File: src/common/mipsPkg.sv
// ~~~~~~~~~~~~~~~~~~~~~~~~~~~~~~~~~~~~~~~~~~~~~~~~~~~~~~~~~~~~~~~~~~~~~~~~~~
// Shared constants and encodings for the MIPS memory-access stage.
// Only the eight standard load/store opcodes are known here.
// Anything else is treated as a non-memory instruction.
// Data memory depth must stay a power of two.
// ~~~~~~~~~~~~~~~~~~~~~~~~~~~~~~~~~~~~~~~~~~~~~~~~~~~~~~~~~~~~~~~~~~~~~~~~~~

package mipsPkg;

    // datapath widths
    localparam int instrWidth   = 32;
    localparam int tWidth       = 2;
    localparam int regAddrWidth = 5;

    // data memory geometry, counted in 32-bit words
    localparam int memWords     = 1024;
    localparam int memAddrWidth = $clog2(memWords);

    // opcode field sits in the top six bits of the instruction
    localparam int opWidth = 6;

    // loads
    localparam logic [opWidth-1:0] opLw  = 6'b100011;
    localparam logic [opWidth-1:0] opLh  = 6'b100001;
    localparam logic [opWidth-1:0] opLhu = 6'b100101;
    localparam logic [opWidth-1:0] opLb  = 6'b100000;
    localparam logic [opWidth-1:0] opLbu = 6'b100100;

    // stores
    localparam logic [opWidth-1:0] opSw  = 6'b101011;
    localparam logic [opWidth-1:0] opSh  = 6'b101001;
    localparam logic [opWidth-1:0] opSb  = 6'b101000;

    // what the instruction does with data memory
    // funcOther is zero so an all-zero nop decodes to it
    typedef enum logic [1:0] {
        funcOther    = 2'b00,
        funcMemRead  = 2'b01,
        funcMemWrite = 2'b10
    } memFunc_e;

    // width of the memory access
    typedef enum logic [1:0] {
        sizeByte = 2'b00,
        sizeHalf = 2'b01,
        sizeWord = 2'b10
    } accSize_e;

endpackage

File: src/memWbReg.sv
// ~~~~~~~~~~~~~~~~~~~~~~~~~~~~~~~~~~~~~~~~~~~~~~~~~~~~~~~~~~~~~~~~~~~~~~~~~~
// MEM/WB pipeline register.
// Priority is reset, then clear, then stall; otherwise it loads.
// All outputs are zero after reset or clear, which reads as a nop.
// ~~~~~~~~~~~~~~~~~~~~~~~~~~~~~~~~~~~~~~~~~~~~~~~~~~~~~~~~~~~~~~~~~~~~~~~~~~

`timescale 1ns/1ps

module memWbReg
    import mipsPkg::*;
(
    input  logic                    clk,
    input  logic                    rstN,
    input  logic                    stall,
    input  logic                    clr,
    input  logic [instrWidth-1:0]   instrIn,
    input  logic [31:0]             pcIn,
    input  logic [31:0]             memWordIn,
    input  logic [regAddrWidth-1:0] regWriteAddrIn,
    input  logic [31:0]             regWriteDataIn,
    input  logic [tWidth-1:0]       tNewIn,
    output logic [instrWidth-1:0]   instrWb,
    output logic [31:0]             pcWb,
    output logic [31:0]             memWordWb,
    output logic [regAddrWidth-1:0] regWriteAddrWb,
    output logic [31:0]             regWriteDataWb,
    output logic [tWidth-1:0]       tNewWb
);

    always_ff @(posedge clk) begin
        if (!rstN || clr) begin
            // flush to a bubble
            instrWb        <= '0;
            pcWb           <= '0;
            memWordWb      <= '0;
            regWriteAddrWb <= '0;
            regWriteDataWb <= '0;
            tNewWb         <= '0;
        end else if (!stall) begin
            instrWb        <= instrIn;
            pcWb           <= pcIn;
            memWordWb      <= memWordIn;
            regWriteAddrWb <= regWriteAddrIn;
            regWriteDataWb <= regWriteDataIn;
            tNewWb         <= tNewIn;
        end
    end

    // a stalled edge must leave the whole WB payload untouched
    holdOnStall: assert property (
        @(posedge clk) (stall && rstN && !clr) |=>
            ($stable(instrWb) && $stable(pcWb) && $stable(memWordWb) &&
             $stable(regWriteAddrWb) && $stable(regWriteDataWb) && $stable(tNewWb))
    ) else $error("memWbReg: WB outputs changed during stall");

endmodule

File: config.mk
export PLATFORM = sky130hd
export DESIGN_NAME = memWbReg
export DESIGN_NICKNAME = d
export VERILOG_FILES = /design/src/common/mipsPkg.sv /design/src/memWbReg.sv
export SDC_FILE = /design/constraint.sdc
export NUM_CORES = 1
export LEC_CHECK = 0
export ABC_AREA = 0
export BUFFER_PORTS_ARGS = -buffer_cell sky130_fd_sc_hd__buf_2
export CORE_MARGIN = 5
export CORE_UTILIZATION = 39
export DETAILED_ROUTE_END_ITERATION = 16
export GPL_TIMING_DRIVEN = 0
export PLACE_DENSITY = 0.82
export SYNTH_ARGS = -nofsm -noshare
export SYNTH_HDL_FRONTEND = slang
export SYNTH_SLANG_ARGS = --single-unit
File: constraint.sdc
create_clock -name clk -period 0.9 [get_ports clk]
set_input_delay 0.18 -clock clk [delete_from_list [all_inputs] [get_ports clk]]
set_output_delay 0.18 -clock clk [all_outputs]
set_load 0.05 [all_outputs]
==> run_results.csv <==
group,metric,value,unit
power,power_density,1704,mW/mm^2
final_layout,seqCellArea,0.002887,mm^2
setup_path,cp_num_cells,1,
setup_path,cpPeakStageDelay,0.38,ns
drt,vias,5081,
final_layout,fillers,583,
setup_path,path_max_fanout,2,
setup_path,critPathCaptureType,"output port",
logic_synthesis,ys_seq_area_share,56.69,%
grt,grt_pass1_wl,29190,um
timing,setup-violations-final,138,
drt,drt_iter0_drc,295,
worst_hold_path,min_path_cells,3,
drt,wl,20650,um
logic_synthesis,ys_types,8,
worst_hold_path,hp-class,"in -> reg",
floorplan,rows,40,
final_layout,final_nets,982,
power,p_leak,4.591,nW
setup_path,slowest_stage,"dfxtp_4",
setup_path,required,0.72,ns
clock_tree,cts_root_buf,"clkbuf_16",
clock_tree,cts.sinks,135,
logic_synthesis,synth_cells,436,
clock_tree,cts_buffers,17,
floorplan,top_level_ports,274,
clock_tree,cts_tree,"yes",
floorplan,start_util,39.69,%
drt,dr.pass1.iters,4,
final_layout,multi_input_area,0.001864,mm^2
grt,grt_overflow,0,
timing,rsz0062_at_grt,"true",
clock_tree,clk_path_buf_depth,2,
power,total_power,16.33,mW
logic_synthesis,synth_seq_cells,135,
timing,finalCriticalPeriod,1.122,ns
final_layout,postLayoutCoreUtil,79.81,%
clock_tree,insertion_delay,0.41,ns
clock_tree,clk_pin_slew,0.06,ns
setup_path,r2r_cells,4,
timing,max_freq,891.5,MHz
timing,skew,0,ns
floorplan,die_w,120.6,um
grt,grt_max_degree,17,
logic_synthesis,ys_warn_count,0,
timing,timing.final.ws_setup,-0.2217,ns
final_layout,areaGrowthSynthToFinish,101.1,%
setup_path,start_kind,"flip-flop",
drt,wire_per_inst,20.57,um
clock_tree,htreeDepth,4,
timing,timing.final.crit_share,124.6,%
outcome,status,"finished with violations",
power,ir_drop,0.001033,V
drt,via_per_inst,5.061,
outcome,violations,"setup timing",
timing,worst_pin_slew,0.2483,ns
logic_synthesis,syn_nets,575,
final_layout,drive_gt1_share,57.36,%
setup_path,arrival,0.94,ns
grt,grt_usage,26.08,%
floorplan,die_area,0.01453,mm^2
placed_design,hpwl,9954,um
drt,ant_nets,0,
placed_design,io_buffers,272,
floorplan,die_h,120.6,um
timing,finalHoldViolCount,0,
drt,drcViolationCount,0,
timing,slew_violations,0,
logic_synthesis,synth_area,0.004767,mm^2
placed_design,gp_congestion,0.7773,
grt,grt_pass1_vias,5567,
setup_path,crit_buf_inv,1,
setup_path,path_cells,"buf_8",
run,drv.max_cap_violation_count,0,
logic_synthesis,avgSynthCellArea,10.93,um^2
timing,relSlewSlack,82.97,%
grt,antenna_found_initial,0,
floorplan,coreArea,0.01201,mm^2
setup_path,critPathKind,"reg -> out",
setup_path,critical-path-top-delay-family,"flip-flops",
timing repair:
action | CTS | global route
endpoints found under the hold margin | 92 | 1
endpoints found under the setup margin | 135 | 213
hold buffers | 92 | 1
buffers inserted | 5 | 18
resized for setup | 508 | 49
pin swaps | 0 | 0
cells by family (layout without fill, tap and decap cells):
group	after synthesis	in the layout	synth area share [%]
buf+inv	30	450	4.199
flops	135	135	56.69
mux	135	135	28.35
other cells	0	1	0
simple gates	136	136	10.76
flip-flops by register name (all words and copies together) (netlist names):
signal,cells
instrWb,32
tNewWb,2
memWordWb,32
pcWb,32
regWriteDataWb,32
regWriteAddrWb,5
cell usage after synthesis, drive strengths merged:
cell / n / area share, %
buf: 22 / 3.6
clkbuf: 8 / 0.63
dfxtp: 135 / 57
mux2i: 135 / 28
nand2b: 1 / 0.13
nor2: 135 / 11
tightest hold or removal path, delay by kind of cell:
kind / cells / cell delay, ns
buf+inv: 1 / 0.08
simple gates: 1 / 0.08
mux: 1 / 0.05
through the flow:
stage	setup TNS (ns)	setup slack [ns]	cell area (um^2)	hold slack, ns	cells
2_1_floorplan	-0.1361	-0.002723	4817	0.3239	436
3_3_place_gp	-43.43	-0.4025	6362	0.4063	855
3_5_place_dp	-45.56	-0.4332	6362	0.4170	855
4_1_cts	-27.09	-0.2251	9313	0.0001225	984
5_1_grt	-30.04	-0.2510	9584	0.005608	1003
6_report	-25.42	-0.2217	9587	0.01056	1004
layer usage:
layer	vias to the layer above	share of wire, %	routed length [um]	track usage, %
met2	289	53	10860	47.05
met3	86	7.8	1616	8.045
met1	2443	35	7164	26.35
li1	2263	-	-	-
met4	0	4.9	1010	15.23
met5	-	0	0	0
power by group:
part / switching, mW / internal, mW
registers: 0.197 / 6.20
logic: 1.50 / 1.41
clock network: 2.72 / 4.30
total: 4.42 / 11.9
layout make-up:
type                       count  share of cell area, %
clock inverter                11                  1.279
timing repair buffer         388                  39.57
clock buffer                  21                  4.907
multi-input combinational    271                  19.45
buffer                        30                  2.741
antenna                        1                0.02610
sequential                   135                  30.11
tap                          147                  1.919
path summary, 6_finish.rpt:
| check | slack [ns] | end | start |
|---|---|---|---|
| max | -0.22 | pcWb[7] | pcWb[7] |
| min reg2reg | 0.51 | instrWb[16] | instrWb[16] |
| min | 0.01 | instrWb[13] | instrIn[13] |
| max reg2reg | -0.01 | instrWb[3] | instrWb[3] |
cell usage in the layout, fill, tap and decap left out:
| cell type | instances |
|---|---|
| buf_2 | 137 |
| buf_8 | 135 |
| mux2i_1 | 135 |
| nor2_1 | 135 |
| dfxtp_2 | 129 |
| dlygate4sd3_1 | 93 |
| buf_4 | 37 |
| clkbuf_16 | 17 |
| clkbuf_2 | 8 |
| dfxtp_4 | 6 |
| buf_6 | 6 |
| clkinvlp_4 | 4 |
| clkinv_2 | 3 |
| clkbuf_8 | 3 |
| bufinv_16 | 2 |
| diode_2 | 1 |
| nand2b_1 | 1 |
| clkbuf_4 | 1 |
| buf_12 | 1 |
| clkinv_4 | 1 |
| inv_6 | 1 |
| clkbuf_1 | 1 |
Note: power is estimated with default switching activity, not from simulation.
